==> src/hw/shadow_map_pkg.sv <==
package shadow_map_pkg;

    // word-address widths of the four shadowed memories
    localparam int vram_aw = 14;    // 32 KB video ram
    localparam int char_aw = 11;    //  4 KB character ram
    localparam int pal_aw  = 11;    //  4 KB palette ram
    localparam int obj_aw  = 10;    //  2 KB object ram

    // dump port byte address
    localparam int dump_aw = 17;    // bit 16 ignored by the map

    // region code field of the dump address
    localparam int region_msb = 15;
    localparam int region_lsb = 11;
    typedef logic [region_msb-region_lsb:0] region_code_t;

    // bank numbering, also the bit position in bank_sel_t
    typedef enum logic [1:0] {
        bank_vram = 2'd0,
        bank_char = 2'd1,
        bank_pal  = 2'd2,
        bank_obj  = 2'd3
    } bank_e;

    typedef logic [3:0] bank_sel_t;    // one-hot, index with bank_e

    localparam logic [15:0] dump_fill = 16'hffff;    // unmapped read value

    typedef logic [7:0] dump_byte_t;

    // dump address bits 15..11 to bank, all zero when unmapped
    function automatic bank_sel_t dump_region(input region_code_t code);
        bank_sel_t sel;
        sel = '0;
        casez (code)
            5'b0????: sel[bank_vram] = 1'b1;    // lower 32 KB
            5'b1000?: sel[bank_char] = 1'b1;    // 0x8000..0x8fff
            5'b1001?: sel[bank_pal]  = 1'b1;    // 0x9000..0x9fff
            5'b10100: sel[bank_obj]  = 1'b1;    // 0xa000..0xa7ff
            default:  sel = '0;                 // 0xa800 and up
        endcase
        return sel;
    endfunction

endpackage

==> src/hw/shadow_bus_pkg.sv <==
package shadow_bus_pkg;

    import shadow_map_pkg::*;

    // one registered cpu write, shared by all banks
    // banks narrower than vram take the low address bits
    typedef struct packed {
        logic [vram_aw-1:0] addr;    // word address
        logic [15:0]        data;
        logic [1:0]         be;      // active high, bit 1 = upper byte
        bank_sel_t          sel;     // banks hit by this write
    } cpu_write_t;

    // held byte address from the host
    typedef struct packed {
        logic [dump_aw-1:0] addr;    // bit 0 picks the byte
    } dump_req_t;

    // even byte of a word is its upper half
    localparam logic even_is_upper = 1'b1;

    // word address inside the dump byte address
    function automatic logic [vram_aw-1:0] dump_word(input dump_req_t req);
        return req.addr[vram_aw:1];
    endfunction

    // byte lane selected by the dump address
    function automatic logic dump_odd(input dump_req_t req);
        return req.addr[0];
    endfunction

    // write enables as seen by a single bank
    function automatic logic [1:0] bank_be(input cpu_write_t wr, input bank_e bank);
        return wr.sel[bank] ? wr.be : 2'b00;
    endfunction

endpackage

==> src/hw/shadow_write_capture.sv <==
module shadow_write_capture
    import shadow_map_pkg::*, shadow_bus_pkg::*;
(
    input  logic               clk_rom,
    input  logic               reset,

    // cpu bus, sampled every clock
    input  logic [vram_aw-1:0] addr,
    input  logic [15:0]        din,
    input  logic [1:0]         dswn,        // active low byte mask
    input  logic               char_cs,
    input  logic               vram_cs,
    input  logic               pal_cs,
    input  logic               objram_cs,

    output cpu_write_t         wr_q         // one aligned write for all banks
);

    cpu_write_t wr_d;
    logic       wr_any;

    // pack the bus into one write
    always_comb begin
        wr_d.addr            = addr;
        wr_d.data            = din;
        wr_d.be              = ~dswn;         // low mask bit enables the byte
        wr_d.sel             = '0;
        wr_d.sel[bank_vram]  = vram_cs;
        wr_d.sel[bank_char]  = char_cs;
        wr_d.sel[bank_pal]   = pal_cs;
        wr_d.sel[bank_obj]   = objram_cs;   // several selects may be high
    end

    // needs a byte and a bank, else nothing is written
    assign wr_any = (|wr_d.be) && (|wr_d.sel);

    always_ff @(posedge clk_rom) begin
        wr_q.addr <= wr_d.addr;    // payload, no reset
        wr_q.data <= wr_d.data;
        if (reset || !wr_any) begin
            wr_q.be  <= 2'b00;     // no write in the next cycle
            wr_q.sel <= '0;
        end else begin
            wr_q.be  <= wr_d.be;
            wr_q.sel <= wr_d.sel;
        end
    end

endmodule

==> config.mk <==
export PLATFORM = sky130hd
export DESIGN_NAME = shadow_write_capture
export DESIGN_NICKNAME = d
export VERILOG_FILES = /design/src/hw/shadow_map_pkg.sv /design/src/hw/shadow_bus_pkg.sv /design/src/hw/shadow_write_capture.sv
export SDC_FILE = /design/constraint.sdc
export NUM_CORES = 1
export LEC_CHECK = 0
export ABC_AREA = 1
export BUFFER_PORTS_ARGS = -buffer_cell sky130_fd_sc_hd__buf_2
export CAP_MARGIN = 30
export CORE_MARGIN = 5
export CORE_UTILIZATION = 36
export CTS_BUF_LIST = sky130_fd_sc_hd__clkbuf_4
export DETAILED_ROUTE_END_ITERATION = 6
export PLACE_DENSITY = 0.81
export SYNTH_ARGS = -nofsm -noshare
export SYNTH_HDL_FRONTEND = slang
export SYNTH_SLANG_ARGS = --single-unit
export TNS_END_PERCENT = 30
==> constraint.sdc <==
create_clock -name clk_rom -period 0.8 [get_ports clk_rom]
set_clock_uncertainty 0.15 [all_clocks]
set_input_delay 0.16 -clock clk_rom [delete_from_list [all_inputs] [get_ports clk_rom]]
set_output_delay 0.16 -clock clk_rom [all_outputs]
set_load 0.01 [all_outputs]
# == Yosys cells after proc, flatten, opt, wreduce, memory -nomap -nowiden ==
# Index checks and enable logic that the tools add are counted.
# word_totals
ff_bits,36
latch_bits,0
ramBits,0
romBits,0
in_bits,38
output_inout_bits,36
elab_cells,10
n_memories,0
# op_classes
n_addsub,0
mul,0
div_mod_pow,0
magnitude_cmp,0
eq_ne,0
shifts,0
muxes,0
bitwise,1
reduce_logical,5
# ops
op,count
OR reduction 4 bit,1
inverter 2 bit,1
OR reduction 2 bit,1
logical AND 1 bit,1
logical NOT 1 bit,1
logical OR 1 bit,1

# == Logic depth before layout (Yosys ltp) ==
# Gate-level depths: netlist of run 1.
# depth
depth_word,5
ltp_mapped,4
mapped_depth_nobuf,4

# == Worst setup path after synthesis of run 1 ==
# No wires, ideal clock.
# synth_path
path_type,input to register
from,in objram_cs
to,reg wr_q[0] (netlist name)
setup_ns,0.113
t_arrival_ns,0.438
t_required_ns,0.537
slack_ns,0.099
path_stages,4
path_buffers,0
cell_sequence,nor2_1 > nand2_1 > nand2_2 > nor2_1
# synth_via
elab_chain_len,4
# synth_lines
item,line_no,rtl
"start, declared",shadow_write_capture.sv:14,"input logic objram_cs,"
OR reduction 4 bit,shadow_write_capture.sv:35,assign wr_any = (|wr_d.be) && (|wr_d.sel);
logical AND 1 bit,shadow_write_capture.sv:35,
logical NOT 1 bit,shadow_write_capture.sv:40,if (reset || !wr_any) begin
logical OR 1 bit,shadow_write_capture.sv:40,
"end, declared",shadow_write_capture.sv:16,output cpu_write_t wr_q
# No other way between the ends.
# A chain may end at the register's enable or synchronous reset.

# == Final worst setup path of run 1 ==
# layout_path
from,reg wr_q[34] (netlist name)
to,out wr_q[34] (netlist name)
# No word-level cell between the ends.

==> out/metrics.csv, run 1 <==
metric;value;unit
root buffer cell;clkbuf_4;
Global Route Usage Sum;19.8;%
DR pass1 iterations;4;
FMAX;877;MHz
first-pass GRT wire length;4600;µm
Clock Pin Slew Worst Setup and Hold Paths;120;ps
H-tree Lvls;2;
hold slack;-146;ps
Internal Power;2.85;mW
synthesis-stage register bit count;36;
logic gate share of total power;12.9;%
nets@finish;199;
worst-path fanout max;1;
total power;3.68;mW
status;complete, but fails checks;
Worst setup EP type;output port;
io pins;74;
Critical Path Max Stage Delay;360;ps
CP bufs+invs;1;
Synth-to-Final Area Change;123;%
core area;2150;µm²
Seq pwr share;52.9;%
PD cells;2110;nW/µm²
CTS Buf Count;5;
synth top area cells;dfxtp_1 (92%), nor2_1 (3.8%), inv_1 (1.9%), a21oi_2 (1.1%), nand2_2 (0.80%);
WL/cell;17.8;µm
Arr. time, crit path;830;ps
XOR/XNOR Fraction of Synth Area;0;%
mux contribution to synthesized area;0;%
post-synthesis adder-cell area fraction;0;%
largest net degree at the start of global routing;12;
sequential fraction of the synthesis area;91.9;%
die footprint;3210;µm²
Setup CP Type;reg2out;
commonest cells after routing, fill and taps aside;buf_2 (48), dlygate4sd3_1 (30), buf_6 (25), dfxtp_2 (25), dfxtp_1 (11);
Slew headroom;92.1;%
DR vias/cell;4.18;
DP HPWL;1630;µm
Tcrit/Tclk final;143;%
Initial Utilization;36.5;%
Post-Synth Simple-Gate Area;5.10;%
share of layout cells above drive strength 1;65.4;%
Finish-stage setup viols;36;
final setup margin;-341;ps
Compound-Gate Fraction of Synth Area;1.12;%
RSZ-0062 raised after global routing;yes;
DIE WIDTH;56.7;µm
clock sink count;36;
GPL Wtd Cong;0.813;
hold crit path type;in2reg;
Cell Area, Synth;785;µm²
area leader, netlist;dfxtp_1;
fin crit period;1140;ps
synth unique cells;6;
grt ovf;0;
Slew @ Worst Pin;119;ps
crit path cell chain;buf_2;
final hold vios;6;
Leak Pwr;0.855;nW
routed wire length;3380;µm
Regs by FF count;wr_q (36);
Max Cap Viol;0;
cts hold-fix bufs;30;
share of the synthesized area in the top cell type;91.9;%
via count;795;
diode count;0;
CP max-delay cell;dfxtp_1;
Cell Rows;17;
Port Buffers;73;
Crit path max-delay family;flip-flops;
initial antenna violation count;0;
pre-CTS WS;-63.9;ps
Post-DRT Antenna Nets;0;
Gate Count Post-Synth;51;
crit start category;flip-flop;
Largest Register;wr_q;
clock power share;34.2;%
violated checks;negative hold slack, negative setup slack;
P_sw;0.837;mW
max reg flops;36;
vias in the first global route;900;
Fin Setup TNS;-10470;ps
maximum VDD drop;1.99;mV
Syn Area/Cell;15.4;µm²
YS warnings;0;
TritonCTS clock tree;yes;
max-slew violation count;0;
post-CTS setup buffers;0;
switch share;22.7;%
die height;56.7;µm
most common cell after layout, fill and taps aside;buf_2;
Required @ worst endpoint;490;ps
DR DRC count;0;
largest family of logic cells by synthesized area;simple AND/OR/NAND/NOR gates;
CTS max path bufs;2;
Iter 0 DRT Violations;13;
Mapped Nets;89;
-- what timing repair did --
item	in CTS	in global routing
gates cloned	0	0
endpoints found under the setup margin	36	36
resized for setup	14	36
hold endpoints to repair	36	6
-- power groups by stage --
stage	combinational (mW)	sequential, mW	clock (mW)
after CTS	0.400	1.92	1.21
after global routing	0.503	1.96	1.34
after detailed placement	0.265	1.95	0
after floorplan	0.0204	2.01	0
final	0.474	1.95	1.26
after global placement	0.259	1.95	0
-- cells by family (layout without fill, tap and decap cells) --
logic type             Yosys count  count (layout)
and+or+nand+nor                 10              10
DFF                             36              36
AOI/OAI and AO/OA                1               1
buffers and inverters            4             115
-- per-layer routing --
| layer | vias up | GRT usage, % | part of all wire [%] |
|---|---|---|---|
| li1 | 370 | - | - |
| met1 | 355 | 18.4 | 36 |
| met2 | 60 | 34.7 | 49 |
| met3 | 10 | 11.7 | 12 |
| met4 | 0 | 8.14 | 2.6 |
| met5 | - | 0 | 0 |
-- final timing paths --
check,from,to,cells past startpoint
worst max-delay path,wr_q[34],wr_q[34],1
worst min-delay path,dswn[0],wr_q[4],2
-- through the flow --
stage                     std cells  utilization [%]  cell area (µm²)  hold WS, ps
final                           190             81.4             1750         -146
after floorplan                  51                -              785         37.7
after detailed placement        152             55.2             1180          114
after global placement          152             55.2             1180          112
after CTS                       190             75.1             1610         -149
after global routing            190             81.4             1750         -151
-- final cells by class --
type	count	area (µm²)
Inverter	4	15.0
Tap cell	28	35.0
Timing Repair Buffer	103	822
Sequential cell	36	752
Multi-Input combinational cell	11	48.8
Fill cell	110	400
Clock inverter	3	37.5
Clock buffer	5	37.5
-- Yosys cell counts, drive strengths merged --
master	count
nor2	8
dfxtp	36
a21oi	1
nand2	2
inv	4
No activity file was read; power rests on OpenSTA's default activity.
==> inputs of run 2 (changes only) <==
Settings changed: SETUP_SLACK_MARGIN from default to 0.15.
==> run 2 against run 1 <==
The flow still finishes with violations (negative hold slack, negative setup slack); clock-buffer cell count increased by 1; first-iteration DRC count shrank 15%; combinational power decreased by 31%; sequential power about the same; power is 5.5% lower; sequential share of layout area is 9.3 points higher; utilization fell by 15 points; die area did not move; routed wire length shrank 37%; setup slack improved by 59 ps; critical path depth did not move; global-route usage is 6.2 points lower; critical path type unchanged; critical endpoint is now wr_q[25]; highest routed layer unchanged.
==> out/metrics.csv, run 2 (synthesis gave the netlist of run 1 again) <==
metric;value;unit;change
crit path from;wr_q[25];;was wr_q[34]
CTS Buf Count;5;;unchanged
FMAX;924;MHz;was 877 MHz
fin util;65.9;%;was 81.4%
Arr. time, crit path;770;ps;was 830 ps
Tcrit/Tclk final;135;%;was 143%
clock sink count;36;;unchanged
maximum VDD drop;2.06;mV;was 1.99 mV
Regs by FF count;wr_q (36);;unchanged
commonest cells after routing, fill and taps aside;buf_2 (57), dfxtp_1 (20), buf_6 (16), dfxtp_2 (16);;was buf_2 (48), dlygate4sd3_1 (30), buf_6 (25), dfxtp_2 (25), dfxtp_1 (11)
Port Buffers;73;;unchanged
total power;3.48;mW;was 3.68 mW
crit path cell chain;buf_6;;was buf_2
initial antenna violation count;0;;unchanged
core area;2150;µm²;unchanged
DR DRC count;0;;unchanged
Leak Pwr;0.727;nW;was 0.855 nW
hold path start;addr[9];;was dswn[0]
DP HPWL;1650;µm;was 1630 µm
Crit path max-delay family;flip-flops;;unchanged
first-pass GRT wire length;3170;µm;was 4600 µm
GPL Wtd Cong;0.770;;was 0.813
max reg flops;36;;unchanged
CTS max path bufs;2;;unchanged
H-tree Lvls;2;;unchanged
share of layout cells above drive strength 1;76.9;%;was 65.4%
via count;651;;was 795
Synth-to-Final Area Change;80.4;%;was 123%
Slew @ Worst Pin;109;ps;was 119 ps
die footprint;3210;µm²;unchanged
DIE WIDTH;56.7;µm;unchanged
Finish-stage setup viols;36;;unchanged
final hold vios;36;;was 6
WHS Path Cells;1;;was 2
violated checks;negative hold slack, negative setup slack;;unchanged
largest net degree at the start of global routing;12;;unchanged
post-CTS setup buffers;0;;unchanged
crit start category;flip-flop;;unchanged
footprint of the multi-input gates;63.8;µm²;was 48.8 µm²
io pins;74;;unchanged
PD cells;2460;nW/µm²;was 2110 nW/µm²
Setup CP Type;reg2out;;unchanged
hold slack;-215;ps;was -146 ps
CP max-delay cell;dfxtp_2;;was dfxtp_1
WL/cell;13.2;µm;was 17.8 µm
root buffer cell;clkbuf_4;;unchanged
WHS Endpoint;wr_q[31];;was wr_q[4]
worst-path fanout max;1;;unchanged
Largest Register;wr_q;;unchanged
hold crit path type;in2reg;;unchanged
RSZ-0062 raised after global routing;yes;;unchanged
most common cell after layout, fill and taps aside;buf_2;;unchanged
grt ovf;0;;unchanged
Iter 0 DRT Violations;11;;was 13
Initial Utilization;36.5;%;unchanged
Clock Pin Slew Worst Setup and Hold Paths;100;ps;was 120 ps
DR pass1 iterations;3;;was 4
Slew headroom;92.7;%;was 92.1%
Cell Rows;17;;unchanged
Required @ worst endpoint;490;ps;about the same
vias in the first global route;677;;was 900
nets@finish;171;;was 199
Global Route Usage Sum;13.6;%;was 19.8%
routed wire length;2140;µm;was 3380 µm
FILL cells;174;;was 110
flip-flop and latch area;741;µm²;was 752 µm²
diode count;0;;unchanged
Fin Setup TNS;-9430;ps;was -10,470 ps
TritonCTS clock tree;yes;;unchanged
Critical Path Max Stage Delay;340;ps;was 360 ps
Placed Area;1210;µm²;was 1180 µm²
die height;56.7;µm;unchanged
Worst setup EP type;output port;;unchanged
status;complete, but fails checks;;unchanged
CP bufs+invs;1;;unchanged
post-route cell area;1420;µm²;was 1750 µm²
Post-DRT Antenna Nets;0;;unchanged
DR vias/cell;4.02;;was 4.18
fin crit period;1080;ps;was 1140 ps
Max Cap Viol;0;;unchanged
max-slew violation count;0;;unchanged
final setup margin;-282;ps;was -341 ps
==> run 2: cell count changes in the layout (fill, tap and decap cells not counted), sizes merged <==
cell / before / now
clkinv: 2 / 1
dlygate4sd3: 30 / 0
clkbuf: 5 / 6
buf: 73 / 75
==> run 2: repair_timing <==
item                       in CTS  in global routing
setup endpoints to repair      36                 36
gates resized for setup        14                 18
hold endpoints to repair       36                 36
==> run 2: routing by layer <==
metal  vias to the layer above  GRT usage, %  wire [µm]
met5                         -             0          0
met4                         0          6.10         26
met3                         2          8.74        296
met2                        51          23.8       1090
met1                       283          12.1        731
li1                        315             -          -
==> run 2: final cells by class <==
cell class                 count  area share [%]
clock buffer                   6            3.18
timing repair buffer          75            34.0
inverter                       4            1.06
clock inverter                 2            2.48
sequential                    36            52.3
multi-input combinational     11            4.51
tap                           28            2.48
==> run 2: through the flow <==
step	setup WS [ps]	cells
after floorplan	112	51
after global placement	-40.2	154
after detailed placement	-60.4	154
after CTS	-295	162
after global routing	-331	162
final	-282	162
==> run 2: how the worst max path moves through the flow <==
stage | endpoint | slack, ps | depth (start not counted)
2_1_floorplan | wr_q[0] | 110 | 4
3_3_place_gp | wr_q[0] | -40 | 5
3_5_place_dp | wr_q[2] | -60 | 5
4_1_cts | wr_q[15] | -300 | 1
5_1_grt | wr_q[26] | -330 | 1
6_report | wr_q[25] | -280 | 1
==> run 2: report_power, final <==
part	switching (mW)	leakage, nW	internal (mW)
registers	0.0323	0.304	1.90
clock network	0.535	0.0456	0.689
logic	0.135	0.377	0.191
==> inputs of run 3 (changes only) <==
Settings changed: CORE_MARGIN 5 to 1.5.
==> run 3 against run 2 <==
The run still ends with negative hold slack, negative setup slack left; non-clock buffer count fell by 1; global-route usage rose by 2.0 points; utilization grew 2.1 points; critical path type unchanged; worst hold slack barely moved; die area is 23% lower; cell area shrank 3.9%; power decreased by 9.6%; setup slack worse by 31 ps; largest power group unchanged; via count is 0.92% lower; sequential power about the same.
==> out/metrics.csv, run 3 (synthesis gave the netlist of run 1 again) <==
metric;value;unit;change
status;complete, but fails checks;;unchanged
violated checks;negative hold slack, negative setup slack;;unchanged
max-slew violation count;0;;unchanged
Required @ worst endpoint;490;ps;about the same
DR DRC count;0;;unchanged
Post-DRT Antenna Nets;0;;unchanged
Slew headroom;93.1;%;was 92.7%
Regs by FF count;wr_q (36);;unchanged
largest net degree at the start of global routing;11;;was 12
via count;645;;was 651
root buffer cell;clkbuf_4;;unchanged
CTS max path bufs;2;;unchanged
DIE WIDTH;49.7;µm;was 56.7 µm
TritonCTS clock tree;yes;;unchanged
worst-path fanout max;1;;unchanged
clock power share;28.7;%;was 35.2%
nets@finish;170;;was 171
io pins;74;;unchanged
commonest cells after routing, fill and taps aside;buf_2 (60), dfxtp_1 (23), buf_6 (13), dfxtp_2 (13), clkbuf_4 (7);;was buf_2 (57), dfxtp_1 (20), buf_6 (16), dfxtp_2 (16)
CP bufs+invs;1;;unchanged
Max Cap Viol;0;;unchanged
core area;2000;µm²;was 2150 µm²
Crit path max-delay family;flip-flops;;unchanged
initial antenna violation count;0;;unchanged
Leak Pwr;0.705;nW;was 0.727 nW
maximum VDD drop;1.38;mV;was 2.06 mV
logic gate share of total power;10.1;%;was 9.4%
Setup CP Type;reg2out;;unchanged
Worst setup EP type;output port;;unchanged
most common cell after layout, fill and taps aside;buf_2;;unchanged
crit path from;wr_q[11];;was wr_q[25]
Iter 0 DRT Violations;1;;was 11
H-tree Lvls;2;;unchanged
die height;49.7;µm;was 56.7 µm
Tcrit/Tclk final;139;%;was 135%
die footprint;2470;µm²;was 3210 µm²
Seq pwr share;61.3;%;was 55.4%
max reg flops;36;;unchanged
WL/cell;12.8;µm;was 13.2 µm
switch share;21.1;%;was 20.2%
DR vias/cell;4.03;;was 4.02
clock sink count;36;;unchanged
Fin Setup TNS;-9540;ps;was -9430 ps
crit start category;flip-flop;;unchanged
pre-CTS WS;-54.2;ps;was -60.4 ps
final setup margin;-313;ps;was -282 ps
routed wire length;2040;µm;was 2140 µm
grt ovf;0;;unchanged
diode count;0;;unchanged
Largest Register;wr_q;;unchanged
CP max-delay cell;dfxtp_1;;was dfxtp_2
vias in the first global route;629;;was 677
Internal Power;2.48;mW;was 2.78 mW
crit path capture;wr_q[11];;was wr_q[25]
RSZ-0062 raised after global routing;yes;;unchanged
fin util;67.9;%;was 65.9%
hold slack;-214;ps;was -215 ps
Cell Rows;16;;was 17
DP HPWL;1440;µm;was 1650 µm
CTS Buf Count;5;;unchanged
final hold vios;36;;unchanged
crit path cell chain;buf_2;;was buf_6
Finish-stage setup viols;36;;unchanged
PD cells;2310;nW/µm²;was 2460 nW/µm²
GPL Wtd Cong;0.668;;was 0.770
first-pass GRT wire length;2650;µm;was 3170 µm
Global Route Usage Sum;15.6;%;was 13.6%
Initial Utilization;39.2;%;was 36.5%
P_sw;0.664;mW;was 0.702 mW
Critical Path Max Stage Delay;340;ps;about the same
hold path start;addr[1];;was addr[9]
Synth-to-Final Area Change;73.4;%;was 80.4%
Worst path depth;1;;unchanged
DR pass1 iterations;2;;was 3
Port Buffers;73;;unchanged
Clock Pin Slew Worst Setup and Hold Paths;90;ps;was 100 ps
Slew @ Worst Pin;103;ps;was 109 ps
fin crit period;1110;ps;was 1080 ps
hold crit path type;in2reg;;unchanged
FMAX;899;MHz;was 924 MHz
share of layout cells above drive strength 1;73.7;%;was 76.9%
Arr. time, crit path;800;ps;was 770 ps
[run 3: through the flow]
| step | power (mW) | instances | hold WS, ps | instance area (µm²) |
|---|---|---|---|---|
| CTS | 3.13 | 160 | -233 | 1260 |
| global placement | 2.22 | 152 | 112 | 1210 |
| detailed placement | 2.23 | 152 | 114 | 1210 |
| floorplan | 2.03 | 51 | 37.7 | 800 |
| finish | 3.14 | 160 | -214 | 1360 |
| global route | 3.30 | 160 | -239 | 1360 |
[run 3: timing repair]
action | CTS | global route
endpoints found under the hold margin | 36 | 36
setup endpoints to repair | 36 | 36
resized for setup | 0 | 26
setup buffers | 0 | 0
[run 3: final cells by class]
class	count	area [µm²]
Multi-Input combinational cell	11	63.8
Fill cell	146	642
Clock buffer	7	52.6
Sequential cell	36	737
Tap cell	27	33.8
Timing Repair Buffer	74	454
Inverter	4	15.0
Clock inverter	1	3.75
[run 3: routing by layer]
| metal | GRT usage, % | wire length [µm] | up-vias |
|---|---|---|---|
| li1 | - | - | 313 |
| met1 | 13.5 | 656 | 280 |
| met2 | 26.0 | 1100 | 47 |
| met3 | 9.70 | 235 | 5 |
| met4 | 11.1 | 54 | 0 |
| met5 | 0 | 0 | - |
[run 3: how the worst min path moves through the flow]
stage,end,cells past startpoint
final,wr_q[23],1
after global routing,wr_q[14],1
after CTS,wr_q[7],1
after detailed placement,wr_q[31],1
after global placement,wr_q[12],1
after floorplan,wr_q[10],0
[run 3: power groups by stage]
stage / logic [mW] / registers, mW / clock network, mW
6_report: 0.316 / 1.93 / 0.901
5_1_grt: 0.340 / 1.94 / 1.03
4_1_cts: 0.279 / 1.91 / 0.945
3_5_place_dp: 0.278 / 1.95 / 0
3_3_place_gp: 0.269 / 1.95 / 0
2_1_floorplan: 0.0242 / 2.01 / 0
