File: src/hw/shadow_map_pkg.sv
package shadow_map_pkg;

    // word-address widths of the four shadowed memories
    localparam int vram_aw = 14;    // 32 KB video ram
    localparam int char_aw = 11;    //  4 KB character ram
    localparam int pal_aw  = 11;    //  4 KB palette ram
    localparam int obj_aw  = 10;    //  2 KB object ram

    // dump port byte address
    localparam int dump_aw = 17;    // bit 16 ignored by the map

    // region code field of the dump address
    localparam int region_msb = 15;
    localparam int region_lsb = 11;
    typedef logic [region_msb-region_lsb:0] region_code_t;

    // bank numbering, also the bit position in bank_sel_t
    typedef enum logic [1:0] {
        bank_vram = 2'd0,
        bank_char = 2'd1,
        bank_pal  = 2'd2,
        bank_obj  = 2'd3
    } bank_e;

    typedef logic [3:0] bank_sel_t;    // one-hot, index with bank_e

    localparam logic [15:0] dump_fill = 16'hffff;    // unmapped read value

    typedef logic [7:0] dump_byte_t;

    // dump address bits 15..11 to bank, all zero when unmapped
    function automatic bank_sel_t dump_region(input region_code_t code);
        bank_sel_t sel;
        sel = '0;
        casez (code)
            5'b0????: sel[bank_vram] = 1'b1;    // lower 32 KB
            5'b1000?: sel[bank_char] = 1'b1;    // 0x8000..0x8fff
            5'b1001?: sel[bank_pal]  = 1'b1;    // 0x9000..0x9fff
            5'b10100: sel[bank_obj]  = 1'b1;    // 0xa000..0xa7ff
            default:  sel = '0;                 // 0xa800 and up
        endcase
        return sel;
    endfunction

endpackage

File: src/hw/shadow_bus_pkg.sv
package shadow_bus_pkg;

    import shadow_map_pkg::*;

    // one registered cpu write, shared by all banks
    // banks narrower than vram take the low address bits
    typedef struct packed {
        logic [vram_aw-1:0] addr;    // word address
        logic [15:0]        data;
        logic [1:0]         be;      // active high, bit 1 = upper byte
        bank_sel_t          sel;     // banks hit by this write
    } cpu_write_t;

    // held byte address from the host
    typedef struct packed {
        logic [dump_aw-1:0] addr;    // bit 0 picks the byte
    } dump_req_t;

    // even byte of a word is its upper half
    localparam logic even_is_upper = 1'b1;

    // word address inside the dump byte address
    function automatic logic [vram_aw-1:0] dump_word(input dump_req_t req);
        return req.addr[vram_aw:1];
    endfunction

    // byte lane selected by the dump address
    function automatic logic dump_odd(input dump_req_t req);
        return req.addr[0];
    endfunction

    // write enables as seen by a single bank
    function automatic logic [1:0] bank_be(input cpu_write_t wr, input bank_e bank);
        return wr.sel[bank] ? wr.be : 2'b00;
    endfunction

endpackage

File: src/hw/shadow_dump_reader.sv
module shadow_dump_reader
    import shadow_map_pkg::*, shadow_bus_pkg::*;
(
    input  logic               clk_rom,
    input  logic               reset,

    input  dump_req_t          dump,       // held by the host for 3+ cycles

    // bank read data, one cycle after rd_addr
    input  logic [15:0]        vram_q,
    input  logic [15:0]        char_q,
    input  logic [15:0]        pal_q,
    input  logic [15:0]        obj_q,

    output logic [vram_aw-1:0] rd_addr,    // shared word address
    output dump_byte_t         ioctl_din
);

    bank_sel_t   region_d;
    bank_sel_t   region_q;      // decode aligned with ram read
    logic [15:0] word_sel;
    logic [15:0] word_latch;
    logic        odd;

    // narrower banks take the low bits
    assign rd_addr = dump_word(dump);
    assign odd     = dump_odd(dump);

    assign region_d = dump_region(dump.addr[region_msb:region_lsb]);

    // one-cycle delay to meet the registered ram output
    always_ff @(posedge clk_rom) begin
        if (reset) begin
            region_q <= '0;    // reads as unmapped
        end else begin
            region_q <= region_d;
        end
    end

    // bank word mux, at most one region bit set
    always_comb begin
        word_sel = dump_fill;    // unmapped
        if (region_q[bank_vram]) begin
            word_sel = vram_q;
        end else if (region_q[bank_char]) begin
            word_sel = char_q;
        end else if (region_q[bank_pal]) begin
            word_sel = pal_q;
        end else if (region_q[bank_obj]) begin
            word_sel = obj_q;
        end
    end

    // capture on even addresses, hold through the odd one
    always_ff @(posedge clk_rom) begin
        if (reset) begin
            word_latch <= '0;    // dump reads 0 until first capture
        end else if (!odd) begin
            word_latch <= word_sel;
        end
    end

    // byte pick follows the live address bit 0
    always_comb begin
        if (odd == even_is_upper) begin
            ioctl_din = word_latch[7:0];     // odd byte, lower half
        end else begin
            ioctl_din = word_latch[15:8];    // even byte, upper half
        end
    end

endmodule

File: config.mk
export PLATFORM = sky130hd
export DESIGN_NAME = shadow_dump_reader
export DESIGN_NICKNAME = d
export VERILOG_FILES = /design/src/hw/shadow_map_pkg.sv /design/src/hw/shadow_bus_pkg.sv /design/src/hw/shadow_dump_reader.sv
export SDC_FILE = /design/constraint.sdc
export NUM_CORES = 1
export LEC_CHECK = 0
export BUFFER_PORTS_ARGS = -buffer_cell sky130_fd_sc_hd__buf_2
export CAP_MARGIN = 5
export CORE_MARGIN = 3
export CORE_UTILIZATION = 40
export CTS_CLUSTER_DIAMETER = 30
export DETAILED_ROUTE_END_ITERATION = 10
export PLACE_DENSITY = 0.83
export SKIP_CTS_REPAIR_TIMING = 1
export SKIP_LAST_GASP = 1
export SLEW_MARGIN = 20
export SYNTH_ARGS = -nofsm -noshare
export SYNTH_HDL_FRONTEND = slang
export SYNTH_SLANG_ARGS = --single-unit
File: constraint.sdc
create_clock -name clk_rom -period 1.8 [get_ports clk_rom]
set_input_delay 0.09 -clock clk_rom [delete_from_list [all_inputs] [get_ports clk_rom]]
set_output_delay 0.09 -clock clk_rom [all_outputs]
set_load 0.02 [all_outputs]
Word-level counts from Yosys, hierarchy flattened
Index checks and enable logic that the tools add are counted.
- equality and inequality tests: 3
- multiplexer cells: 9
- operator list (cell ; number):
    $mux W16 ; 4
    $eq A4 B4 Y1 const B ; 2
    $mux W8 ; 1
    $eq A5 B5 Y1 const B ; 1
    $mux W1 ; 4
- register bits: 20
- input port bits: 83
- output and inout bits: 22

Logic depth before layout (Yosys ltp)
Gate-level depths: netlist of run 1.
- word-level depth: 4
- depth in mapped cells: 4

Worst setup path before layout of run 1
OpenSTA, ideal clock, no wires.
- kind: register to register
- start: reg region_q[0]
- end: reg word_latch[10]
- setup time: 0.144 ns
- arrival time: 0.941 ns
- data required time: 1.656 ns
- slack: 0.715 ns
- stages on the path, launching flop included: 5
- buffers on the path: 1
- path through: dfxtp_1 buf_6 and2b_4 a221oi_2 a221oi_2
- word-level cells in the longest chain between the ends: 1
- RTL lines (element ; line ; RTL):
    from (decl) ; shadow_dump_reader.sv:20 ; bank_sel_t region_q;
    from (signal assigned) ; shadow_dump_reader.sv:36 ; region_q <= region_d;
    $mux W16 ; shadow_dump_reader.sv:43 ; if (region_q[bank_vram]) begin
    to (signal assigned) ; shadow_dump_reader.sv:59 ; word_latch <= word_sel;
    to (decl) ; shadow_dump_reader.sv:22 ; logic [15:0] word_latch;
Every way passes these cells.
A chain may end at the register's enable or synchronous reset.

Worst setup path in the final report of run 1
- start: reg region_q[0]
- end: reg word_latch[11]
The elaborated chain is that of the path after synthesis.

==> summary.txt, run 1 <==
Run status
  • Status: finished, final reports clean

Setup path
  • Worst setup path startpoint: region_q[0]$_SDFF_PP0_
  • Critical-path cell list: and2b_4, a221oi_2, a221oi_2
  • Most Frequent Cell on Critical Path: a221oi_2
  • Slowest CP cell: dfxtp_1
  • Req. time, crit path: about 2 ns
  • Crit path kind: register to register
  • Data arrival, critical path: 1.58 ns
  • Crit-path max FO: 10
  • R2R cell count: 3
  • CP Launch Type: register
  • CP peak stage delay: about 0.63 ns
  • Crit end category: register
  • Worst r2r src: region_q[0]$_SDFF_PP0_

Synth
  • Cell count after synthesis: 150
  • Sequential fraction of the synthesis area: about 29%
  • #FFs+latches synth: 20
  • Netlist cell types: 27
  • Yosys warnings: 0
  • Synthesized Nets: ~230
  • Mean post-synth cell area: about 9.3 um^2
  • Syn Std Cell Area: roughly 1400 um^2

STA
  • Slew HR: 51.7%
  • Min cycle time layout: about 1.4 ns
  • Final setup violation count: 0
  • Clk_skew: slightly above 0.0005 ns
  • Setup TNS: 0 ns
  • Max Clock Freq: 712 MHz
  • Fin. max-slew vios: 0
  • Fin worst setup slack: approximately 0.40 ns
  • Final hold vios: 0
  • Unrepaired setup endpoints after global routing: no
  • Final worst path period share: approximately four fifths
  • Worst Tran Pin Value: 0.725 ns

CTS
  • Clk pin slew, worst setup/hold paths: about 0.11 ns
  • CTS tree: yes
  • Worst-Skew Late Latency: 0.30 ns
  • CTS Buffer Depth: 2
  • Total clock buffers created by CTS: 3
  • Clk root buf: clkbuf_4
  • Num Clock Sinks: 20
  • Htree depth: 1

Placement
  • Post-place setup slack: around 0.41 ns
  • Port bufs: just over 80
  • Hpwl dp: 2930 um
  • Gpl congestion: approximately 0.73

Global routing
  • Global-route wire length before repair: between 6000 and 7000 um
  • Largest net degree at the start of global routing: between 40 and 50
  • Initial antenna violation count: 0
  • Overall routing resource usage: 18.2%
  • Grt total ovfl: 0
  • Number of global-route vias before repair: approximately 1400

Floorplanning
  • Initial core utilization: a little over two fifths
  • Die Span Y: between 60 and 70 um
  • Die area: around 4200 um^2
  • Core Rows: 20
  • Core area: 3200 um^2
  • Io pins: ~110
  • Die span in x: 65.2 um

Power and ir drop
  • Lkg Pwr: about 0.85 nW
  • Max IR drop VDD: 0.422 mV
  • Pwr per Cell Area: 588 nW/um^2

Drt
  • Drt total wl: 3870 um
  • Drt via density: approximately 5.5
  • Via count: about 1400
  • Routed Antenna Nets: 0
  • DRC violations left: 0
  • WL/cell: about 15 um
  • Iteration-0 DRC count of the detailed router: 84
  • Drt pass-1 iters: 4

Finish
  • Area growth from synthesis to layout: 27.1%
  • Nets: roughly 300
  • Share of layout cells above drive strength 1: between 50% and 60%
  • Ant diodes: 0

Hold path
  • Startpoint of the worst hold path: dump[11]
  • Hold path depth: 3
  • HP Class: primary input to register

Run
  • Maxcap violations: 0
final timing paths:
| kind | slack (ns) | endpoint |
|---|---|---|
| max | 0.40 | word_latch[11]$_SDFFE_PP0N_ |
| max reg2reg | 0.40 | word_latch[11]$_SDFFE_PP0N_ |
| min reg2reg | 0.48 | word_latch[12]$_SDFFE_PP0N_ |
| min | 0.04 | region_q[3]$_SDFF_PP0_ |
final cells by class:
| type | instances | area (um^2) |
|---|---|---|
| multi-input cells | 86 | 746 |
| flip-flops and latches | 20 | 400 |
| repair buffers | 90 | 478 |
| well taps | 44 | 55.1 |
| fillers | 320 | 1420 |
| clock buffers | 4 | 36.3 |
| inverters | 17 | 63.8 |
Yosys cell counts, drive strengths merged:
cell type	number	area, um^2
nor2b	1	6.26
and2b	1	10.0
a21oi	1	5.00
clkbuf	3	11.3
nand2	9	33.8
o211ai	1	7.51
o21a	1	7.51
o221ai	15	131
inv	17	63.8
buf	24	179
dfxtp	20	400
a221oi	29	354
or3b	1	8.76
a211oi	1	7.51
nor2	2	15.0
nor4	3	18.8
a21o	8	60.1
nand2b	3	26.3
a31oi	1	6.26
nand3b	1	7.51
o21ai	8	40.0
metal layers:
layer  vias up  routed length (um)  track usage (%)
met5         -                   0                0
met4         0                  19             2.85
met3         5                 392             5.64
met2        67                1840             31.4
met1       644                1620             22.7
li1        710                   -                -
power breakdown:
group	leakage, nW	internal [mW]	switching, mW	total (mW)
Combinational	0.663	0.144	0.153	0.297
Sequential	0.166	0.472	0.0164	0.489
Clock	0.0210	0.123	0.136	0.259
Total	0.851	0.740	0.306	1.05
worst max-delay path, delay by kind of cell, from the launching register on:
family	cells	cell delay, ns
AOI/OAI and AO/OA	2	0.35
DFF	1	0.63
and+or+nand+nor	1	0.30
logic make-up (layout without fill, tap and decap cells):
family	Yosys count	after routing	synth area share, %
compound gates	65	65	44.2
buf+inv	44	111	18.1
simple gates	21	21	9.03
flops	20	20	28.6
stage by stage:
stage	utilization, %	cell area (um^2)	hold slack (ns)	power (mW)	std cells
floorplan	-	1400	0.162	0.709	150
global placement	53.2	1700	0.180	0.787	253
detailed placement	53.2	1700	0.180	0.792	253
CTS	54.3	1740	-0.0438	1.06	257
global route	55.5	1780	0.0361	1.12	261
finish	55.5	1780	0.0394	1.05	261
placed cells by master, fill, tap and decap left out, drive strengths merged:
| cell type | n |
|---|---|
| a211oi | 1 |
| a21o | 8 |
| a21oi | 1 |
| a221oi | 29 |
| a31oi | 1 |
| and2b | 1 |
| buf | 86 |
| clkbuf | 4 |
| dfxtp | 20 |
| dlygate4sd3 | 4 |
| inv | 17 |
| nand2 | 9 |
| nand2b | 3 |
| nand3b | 1 |
| nor2 | 2 |
| nor2b | 1 |
| nor4 | 3 |
| o211ai | 1 |
| o21a | 1 |
| o21ai | 8 |
| o221ai | 15 |
| or3b | 1 |
state kept, by name, summed over array words and instances (netlist names):
name        flops
region_q        4
word_latch     16
Power figures use the tool's default switching activity.
==> run 2: changes to the inputs <==
--- a/config.mk
+++ b/config.mk
@@ -5,13 +5,14 @@
 export SDC_FILE = /design/constraint.sdc
 export NUM_CORES = 1
 export LEC_CHECK = 0
+export ABC_AREA = 1
 export BUFFER_PORTS_ARGS = -buffer_cell sky130_fd_sc_hd__buf_2
 export CAP_MARGIN = 5
 export CORE_MARGIN = 3
 export CORE_UTILIZATION = 40
 export CTS_CLUSTER_DIAMETER = 30
 export DETAILED_ROUTE_END_ITERATION = 10
-export PLACE_DENSITY = 0.83
+export PLACE_DENSITY = 0.82
 export SKIP_CTS_REPAIR_TIMING = 1
 export SKIP_LAST_GASP = 1
 export SLEW_MARGIN = 20
==> constraint.sdc (replaced) <==
create_clock -name clk_rom -period 1.3 [get_ports clk_rom]
set_input_delay 0.065 -clock clk_rom [delete_from_list [all_inputs] [get_ports clk_rom]]
set_output_delay 0.065 -clock clk_rom [all_outputs]
set_load 0.02 [all_outputs]
==> run 2 against run 1 <==
Via count grew 19%. Routed wire length grew 7.1%. Fmax grew 25%. Setup slack lost 0.22 ns. Register-to-register slack lost 0.22 ns. Clock power grew 84%. First-iteration DRC count grew 13%. Clock skew grew 0.0011 ns. Critical endpoint is now word_latch[10]$_SDFFE_PP0N_.
==> summary.txt, run 2 <==
STA
  • Final hold vios: 0 (unchanged)
  • Clk_skew: 0.00164 ns (+0.00114 ns)
  • Slew HR: 75.0% (+23 points)
  • Final setup violation count: 0 (unchanged)
  • Final worst path period share: 86.6% (+8.6 points)
  • Fin. max-slew vios: 0 (unchanged)
  • Worst Tran Pin Value: 0.375 ns (-0.349 ns)
  • Fin worst setup slack: 0.174 ns (-0.222 ns)
  • Min cycle time layout: 1.13 ns (-0.278 ns)
  • Max Clock Freq: 888 MHz (+25%)
  • Setup TNS: 0 ns (unchanged)
  • Unrepaired setup endpoints after global routing: no

Synth
  • Mean post-synth cell area: 6.00 um^2 (-36%)
  • Post-synth EDFFs: 0 (unchanged)
  • Netlist cell types: 18 (-33%)
  • Ys async rst share: 0% (unchanged)
  • #FFs+latches synth: 20 (unchanged)
  • Synth top area cells: dfxtp_1, nand2_1, a21oi_1
  • Commonest cells in the netlist: nand2_1, a21oi_1, inv_1, dfxtp_1, nor2_1
  • Syn Std Cell Area: 1480 um^2 (+5.9%)
  • Synthesized Nets: 330 (+42%)
  • Sequential fraction of the synthesis area: 27.0% (-1.6 points)
  • Most common cell in the netlist: nand2_1
  • Cell count after synthesis: 247 (+65%)
  • Most area-hungry cell type in the Yosys netlist: dfxtp_1
  • Most used DFF post-synth: dfxtp_1
  • Yosys warnings: 0 (unchanged)
  • Synth top area share: 27.0% (-1.6 points)

Setup path
  • Req. time, crit path: 1.49 ns (-0.49 ns)
  • Data arrival, critical path: 1.32 ns (-0.26 ns)
  • CP Launch Type: register
  • Crit-path max FO: 10 (unchanged)
  • Critical-path cell list: buf_4, nand2_1, nand3_1, nand2_1, a21oi_1
  • Crit path kind: register to register
  • Worst path depth: 5 (+2)
  • Crit end category: register
  • Slowest CP cell: dfxtp_1
  • R2R cell count: 5 (+2)
  • Worst path bufs/invs: 1 (+1)
  • Most Frequent Cell on Critical Path: nand2_1
  • CP peak stage delay: 0.48 ns (-0.15 ns)
  • CP delay by family, top: flip-flops

Drt
  • Via count: 1700 (+19%)
  • WL/cell: 11.5 um (-23%)
  • DRC violations left: 0 (unchanged)
  • Drt pass-1 iters: 4 (unchanged)
  • Routed Antenna Nets: 0 (unchanged)
  • Drt via density: 4.71 (-14%)
  • Iteration-0 DRC count of the detailed router: 95 (+13%)
  • Drt total wl: 4140 um (+7.1%)

Placement
  • Port bufs: 83 (unchanged)
  • Placed cell count: 355 (+40%)
  • Hpwl dp: 3280 um (+12%)
  • Gpl congestion: 0.765 (+4.3%)
  • Post-place setup slack: 0.191 ns (-0.221 ns)

Hold path
  • HP Class: primary input to register
  • Hold path depth: 4 (+1)

Floorplanning
  • Core Rows: 21 (+5.0%)
  • Core area: 3440 um^2 (+7.5%)
  • Initial core utilization: 43.1% (-0.64 points)
  • Die span in x: 66.9 um (+2.6%)
  • Io pins: 105 (unchanged)
  • Die Span Y: 66.9 um (+2.6%)
  • Die area: 4470 um^2 (+5.3%)

CTS
  • Num Clock Sinks: 20 (unchanged)
  • Htree depth: 1 (unchanged)
  • Total clock buffers created by CTS: 3 (unchanged)
  • Clk pin slew, worst setup/hold paths: 0.07 ns (-0.04 ns)
  • CTS Buffer Depth: 2 (unchanged)
  • Worst-Skew Late Latency: 0.26 ns (-0.04 ns)
  • CTS tree: yes
  • Clk root buf: clkbuf_8

Finish
  • Share of layout cells above drive strength 1: 31.4% (-20 points)
  • Largest regs: word_latch x16, region_q x4
  • Largest Register: word_latch
  • Ant diodes: 0 (unchanged)
  • Most common cell after layout, fill and taps aside: buf_2
  • Max FFs per register: 16 (unchanged)
  • Layout Cells excl Fill: 361 (+38%)
  • Commonest cells after routing, fill and taps aside: buf_2, nand2_1, a21oi_1
  • Area growth from synthesis to layout: 25.7%
  • Nets: 399 (+33%)
  • Post-layout util: 54.2% (-1.4 points)
  • Fill cells: 373 (+17%)

Power and ir drop
  • Clock Power Share: 31.3% (+6.5 points)
  • NetSw: 0.433 mW (+42%)
  • Pwr per Cell Area: 818 nW/um^2 (+39%)
  • Overall power: 1.53 mW (+46%)
  • Max IR drop VDD: 0.749 mV (+77%)
  • P_int: 1.09 mW (+48%)
  • Lkg Pwr: 1.07 nW (+26%)
  • Switching Share: 28.4% (-0.86 points)
  • Power share of the sequential group: 44.1% (-2.7 points)
  • Combinational share of power: 24.7% (-3.7 points)

Global routing
  • Largest net degree at the start of global routing: 23 (-45%)
  • Number of global-route vias before repair: 1490 (+3.9%)
  • Global-route wire length before repair: 6340 um (+1.7%)
  • Initial antenna violation count: 0 (unchanged)
  • Grt total ovfl: 0 (unchanged)
  • Overall routing resource usage: 18.6% (+0.40 points)

Run status
  • Status: finished, final reports clean

Run
  • Maxcap violations: 0 (unchanged)
==> run 2: changes by cell type after synthesis, moves of 9 or more <==
cell and change:
nor2_1 +17, o221ai_1 -15, a21oi_1 +43, nand3_1 +9
a221oi_1 -13, a221oi_2 -16, nand2_1 +65, inv_1 +16
==> run 2: path summary, 6_finish.rpt <==
check                                                 from                     endpoint  slack (ns)
worst max-delay path                region_q[2]$_SDFF_PP0_  word_latch[10]$_SDFFE_PP0N_        0.17
worst min-delay path                              dump[14]       region_q[3]$_SDFF_PP0_        0.07
worst max register to register      region_q[2]$_SDFF_PP0_  word_latch[10]$_SDFFE_PP0N_        0.17
worst min register to register  word_latch[4]$_SDFFE_PP0N_   word_latch[4]$_SDFFE_PP0N_        0.48
==> run 2: power by group through the flow <==
stage | sequential (mW) | combinational, mW | clock [mW]
2_1_floorplan | 0.679 | 0.267 | 0
3_3_place_gp | 0.683 | 0.367 | 0
3_5_place_dp | 0.686 | 0.371 | 0
4_1_cts | 0.672 | 0.373 | 0.493
5_1_grt | 0.676 | 0.426 | 0.519
6_report | 0.672 | 0.376 | 0.477
==> run 2: kinds of logic after synthesis <==
kind of cell           after synthesis  synth area share, %
DFF                                 20                 27.0
buffers and inverters               59                 22.5
AOI/OAI and AO/OA                   64                 22.6
and+or+nand+nor                    104                 27.8
==> run 2: routing by layer <==
metal / wire length [um] / global-route usage (%) / vias up
met5: 0 / 0 / -
met4: 89 / 7.09 / 0
met3: 429 / 4.89 / 14
met2: 1900 / 30.9 / 78
met1: 1720 / 22.8 / 710
li1: - / - / 898
==> run 2: per-stage QoR <==
step / hold slack [ns] / cell area [um^2]
global route: 0.0736 / 1860
floorplan: 0.137 / 1480
detailed placement: 0.130 / 1790
CTS: -0.0276 / 1840
global placement: 0.130 / 1790
finish: 0.0683 / 1860
==> run 2: layout make-up <==
cell class,count,area [um^2],share of cell area [%]
inverters,32,123,6.58
repair buffers,91,480,25.8
flip-flops and latches,20,400,21.5
clock buffers,4,55.1,2.95
multi-input cells,168,748,40.1
well taps,46,57.6,3.09
==> run 2: worst reg2reg max path, delay by kind of cell (launching register included) <==
kind	cells	cell delay [ns]
buf+inv	1	0.23
compound gates	1	0.13
simple gates	3	0.23
flops	1	0.48
==> run 3: changes to the inputs <==
--- a/config.mk
+++ b/config.mk
@@ -5,14 +5,13 @@
 export SDC_FILE = /design/constraint.sdc
 export NUM_CORES = 1
 export LEC_CHECK = 0
-export ABC_AREA = 1
 export BUFFER_PORTS_ARGS = -buffer_cell sky130_fd_sc_hd__buf_2
 export CAP_MARGIN = 5
 export CORE_MARGIN = 3
 export CORE_UTILIZATION = 40
 export CTS_CLUSTER_DIAMETER = 30
 export DETAILED_ROUTE_END_ITERATION = 10
-export PLACE_DENSITY = 0.82
+export PLACE_DENSITY = 0.83
 export SKIP_CTS_REPAIR_TIMING = 1
 export SKIP_LAST_GASP = 1
 export SLEW_MARGIN = 20
==> run 3 against run 2 <==
The flow now finishes with violations (hold timing). Fmax decreased by 7.4%. Largest power group unchanged. Via count shrank 17%. Non-clock buffer count grew 1. Die area decreased by 5.1%. Combinational power grew 15%. Critical endpoint is now word_latch[9]$_SDFFE_PP0N_. Critical path type unchanged. Highest routed layer unchanged.
==> summary.txt, run 3 (synthesis results as in run 1) <==
Run status
  • Status: complete, but fails checks
  • Failing checks: hold timing

Floorplanning
  • Io pins: 105 (unchanged)
  • Die span in x: 65.2 um (-2.6%)
  • Initial core utilization: 43.7% (+0.64 points)
  • Core Rows: 20 (-4.8%)
  • Die area: 4250 um^2 (-5.1%)
  • Core area: 3200 um^2 (-6.9%)
  • Die Span Y: 65.2 um (-2.6%)

Setup path
  • Worst r2r src: region_q[0]$_SDFF_PP0_
  • CP peak stage delay: 0.47 ns (about the same)
  • Slowest CP cell: dfxtp_1
  • Most Frequent Cell on Critical Path: a221oi_2
  • CP delay by family, top: flip-flops
  • R2R cell count: 3 (-2)
  • Crit path kind: register to register
  • Crit end category: register
  • Req. time, crit path: 1.48 ns (about the same)
  • Data arrival, critical path: 1.39 ns (+0.07 ns)
  • CP Launch Type: register
  • Reg2Reg Capture Point: word_latch[9]$_SDFFE_PP0N_
  • Worst path bufs/invs: 0 (-1)
  • Reg2reg setup slack: 0.08 ns (-0.09 ns)
  • Worst path depth: 3 (-2)
  • Crit-path max FO: 7 (-3)
  • Critical-path cell list: and2b_4, a221oi_2, a221oi_2

Drt
  • Via count: 1419 (-17%)
  • Iteration-0 DRC count of the detailed router: 28 (-71%)
  • WL/cell: 15.1 um (+31%)
  • Drt via density: 5.40 (+15%)
  • DRC violations left: 0 (unchanged)
  • Drt pass-1 iters: 4 (unchanged)
  • Drt total wl: 3960 um (-4.4%)
  • Routed Antenna Nets: 0 (unchanged)

STA
  • WHS: -0.00837 ns (-0.0767 ns)
  • Worst Tran Pin Value: 0.498 ns (+0.123 ns)
  • Final worst path period share: 93.5% (+6.9 points)
  • Max Clock Freq: 822 MHz (-7.4%)
  • Final hold vios: 1 (+1)
  • Clk_skew: 0.00935 ns (+0.00770 ns)
  • Slew HR: 66.8% (-8.2 points)
  • Unrepaired setup endpoints after global routing: no
  • Fin. max-slew vios: 0 (unchanged)
  • Fin worst setup slack: 0.0842 ns (-0.0897 ns)
  • Min cycle time layout: 1.22 ns (+0.0897 ns)
  • Final setup violation count: 0 (unchanged)
  • Setup TNS: 0 ns (unchanged)

Finish
  • Largest Register: word_latch
  • Commonest cells after routing, fill and taps aside: buf_2, dfxtp_1, a221oi_2
  • Share of layout cells above drive strength 1: 53.9% (+22 points)
  • Max FFs per register: 16 (unchanged)
  • Largest regs: word_latch x16, region_q x4
  • Area growth from synthesis to layout: 31.0%
  • Nets: 303 (-24%)
  • Post-route cell area: 1830 um^2 (-1.6%)
  • Layout Cells excl Fill: 263 (-27%)
  • Ant diodes: 0 (unchanged)
  • Most common cell after layout, fill and taps aside: buf_2
  • Post-layout util: 57.3% (+3.1 points)

Global routing
  • Overall routing resource usage: 17.5% (-1.2 points)
  • Initial antenna violation count: 0 (unchanged)
  • Largest net degree at the start of global routing: 49 (+110%)
  • Number of global-route vias before repair: 1323 (-11%)
  • Global-route wire length before repair: 5920 um (-6.6%)
  • Grt total ovfl: 0 (unchanged)

Hold path
  • Hold path depth: 3 (-1)
  • Startpoint of the worst hold path: dump[12]
  • HP Class: primary input to register
  • WHS Endpoint: region_q[2]$_SDFF_PP0_

Run
  • Maxcap violations: 0 (unchanged)

CTS
  • Total clock buffers created by CTS: 3 (unchanged)
  • Clk root buf: clkbuf_4
  • Num Clock Sinks: 20 (unchanged)
  • Htree depth: 1 (unchanged)
  • CTS tree: yes
  • Worst-Skew Late Latency: 0.30 ns (+0.04 ns)
  • Clk pin slew, worst setup/hold paths: 0.13 ns (+0.06 ns)
  • CTS Buffer Depth: 2 (unchanged)

Placement
  • Hpwl dp: 2980 um (-9.2%)
  • Post-DP Area: 1740 um^2 (-2.9%)
  • Port bufs: 83 (unchanged)
  • Placed cell count: 256 (-28%)
  • Post-place setup slack: 0.0916 ns (-0.0998 ns)
  • Gpl congestion: 0.710 (-7.1%)

Power and ir drop
  • Lkg Pwr: 0.874 nW (-19%)
  • Overall power: 1.61 mW (+5.7%)
  • Max IR drop VDD: 0.638 mV (-15%)
  • Pwr per Cell Area: 879 nW/um^2 (+7.4%)
## run 3: cell types whose count changed in the layout (fill, tap and decap cells not counted), moves of 8 or more
cell | previous run | this run
a21oi_1 | 44 | 1
nand2_1 | 74 | 9
o21ai_0 | 16 | 8
a221oi_1 | 0 | 11
nand3_1 | 9 | 0
o221ai_1 | 0 | 15
inv_1 | 31 | 15
a21o_1 | 0 | 8
a221oi_2 | 0 | 18
nor2_1 | 18 | 1
## run 3: routing by layer
metal	share of wire (%)	global-route usage [%]	vias up
li1	-	-	713
met1	43	22.4	653
met2	48	29.5	51
met3	8.0	4.96	2
met4	0.48	3.11	0
met5	0	0	-
## run 3: how the worst max path moves through the flow
| stage | from | to | slack (ns) |
|---|---|---|---|
| floorplan | region_q[0]$_SDFF_PP0_ | word_latch[10]$_SDFFE_PP0N_ | 0.22 |
| global placement | region_q[0]$_SDFF_PP0_ | word_latch[11]$_SDFFE_PP0N_ | 0.16 |
| detailed placement | region_q[0]$_SDFF_PP0_ | word_latch[9]$_SDFFE_PP0N_ | 0.09 |
| CTS | region_q[0]$_SDFF_PP0_ | word_latch[9]$_SDFFE_PP0N_ | 0.07 |
| global route | region_q[0]$_SDFF_PP0_ | word_latch[9]$_SDFFE_PP0N_ | 0.002 |
| finish | region_q[0]$_SDFF_PP0_ | word_latch[9]$_SDFFE_PP0N_ | 0.08 |
## run 3: area by class of cell
| type | count | area, um^2 |
|---|---|---|
| fillers | 316 | 1370 |
| multi-input cells | 86 | 758 |
| repair buffers | 92 | 503 |
| flip-flops and latches | 20 | 402 |
| inverters | 17 | 63.8 |
| well taps | 44 | 55.1 |
| clock inverters | 1 | 30.0 |
| clock buffers | 3 | 22.5 |
## run 3: power breakdown
| part | internal [mW] | leakage [nW] | switching [mW] |
|---|---|---|---|
| registers | 0.654 | 0.167 | 0.0177 |
| logic | 0.208 | 0.680 | 0.224 |
| clock network | 0.311 | 0.0279 | 0.197 |
## run 3: worst reg2reg max path, stage by stage (launching register included)
cell and delay (ns):
dfxtp_1 0.47, and2b_4 0.27, a221oi_2 0.27, a221oi_2 0.09
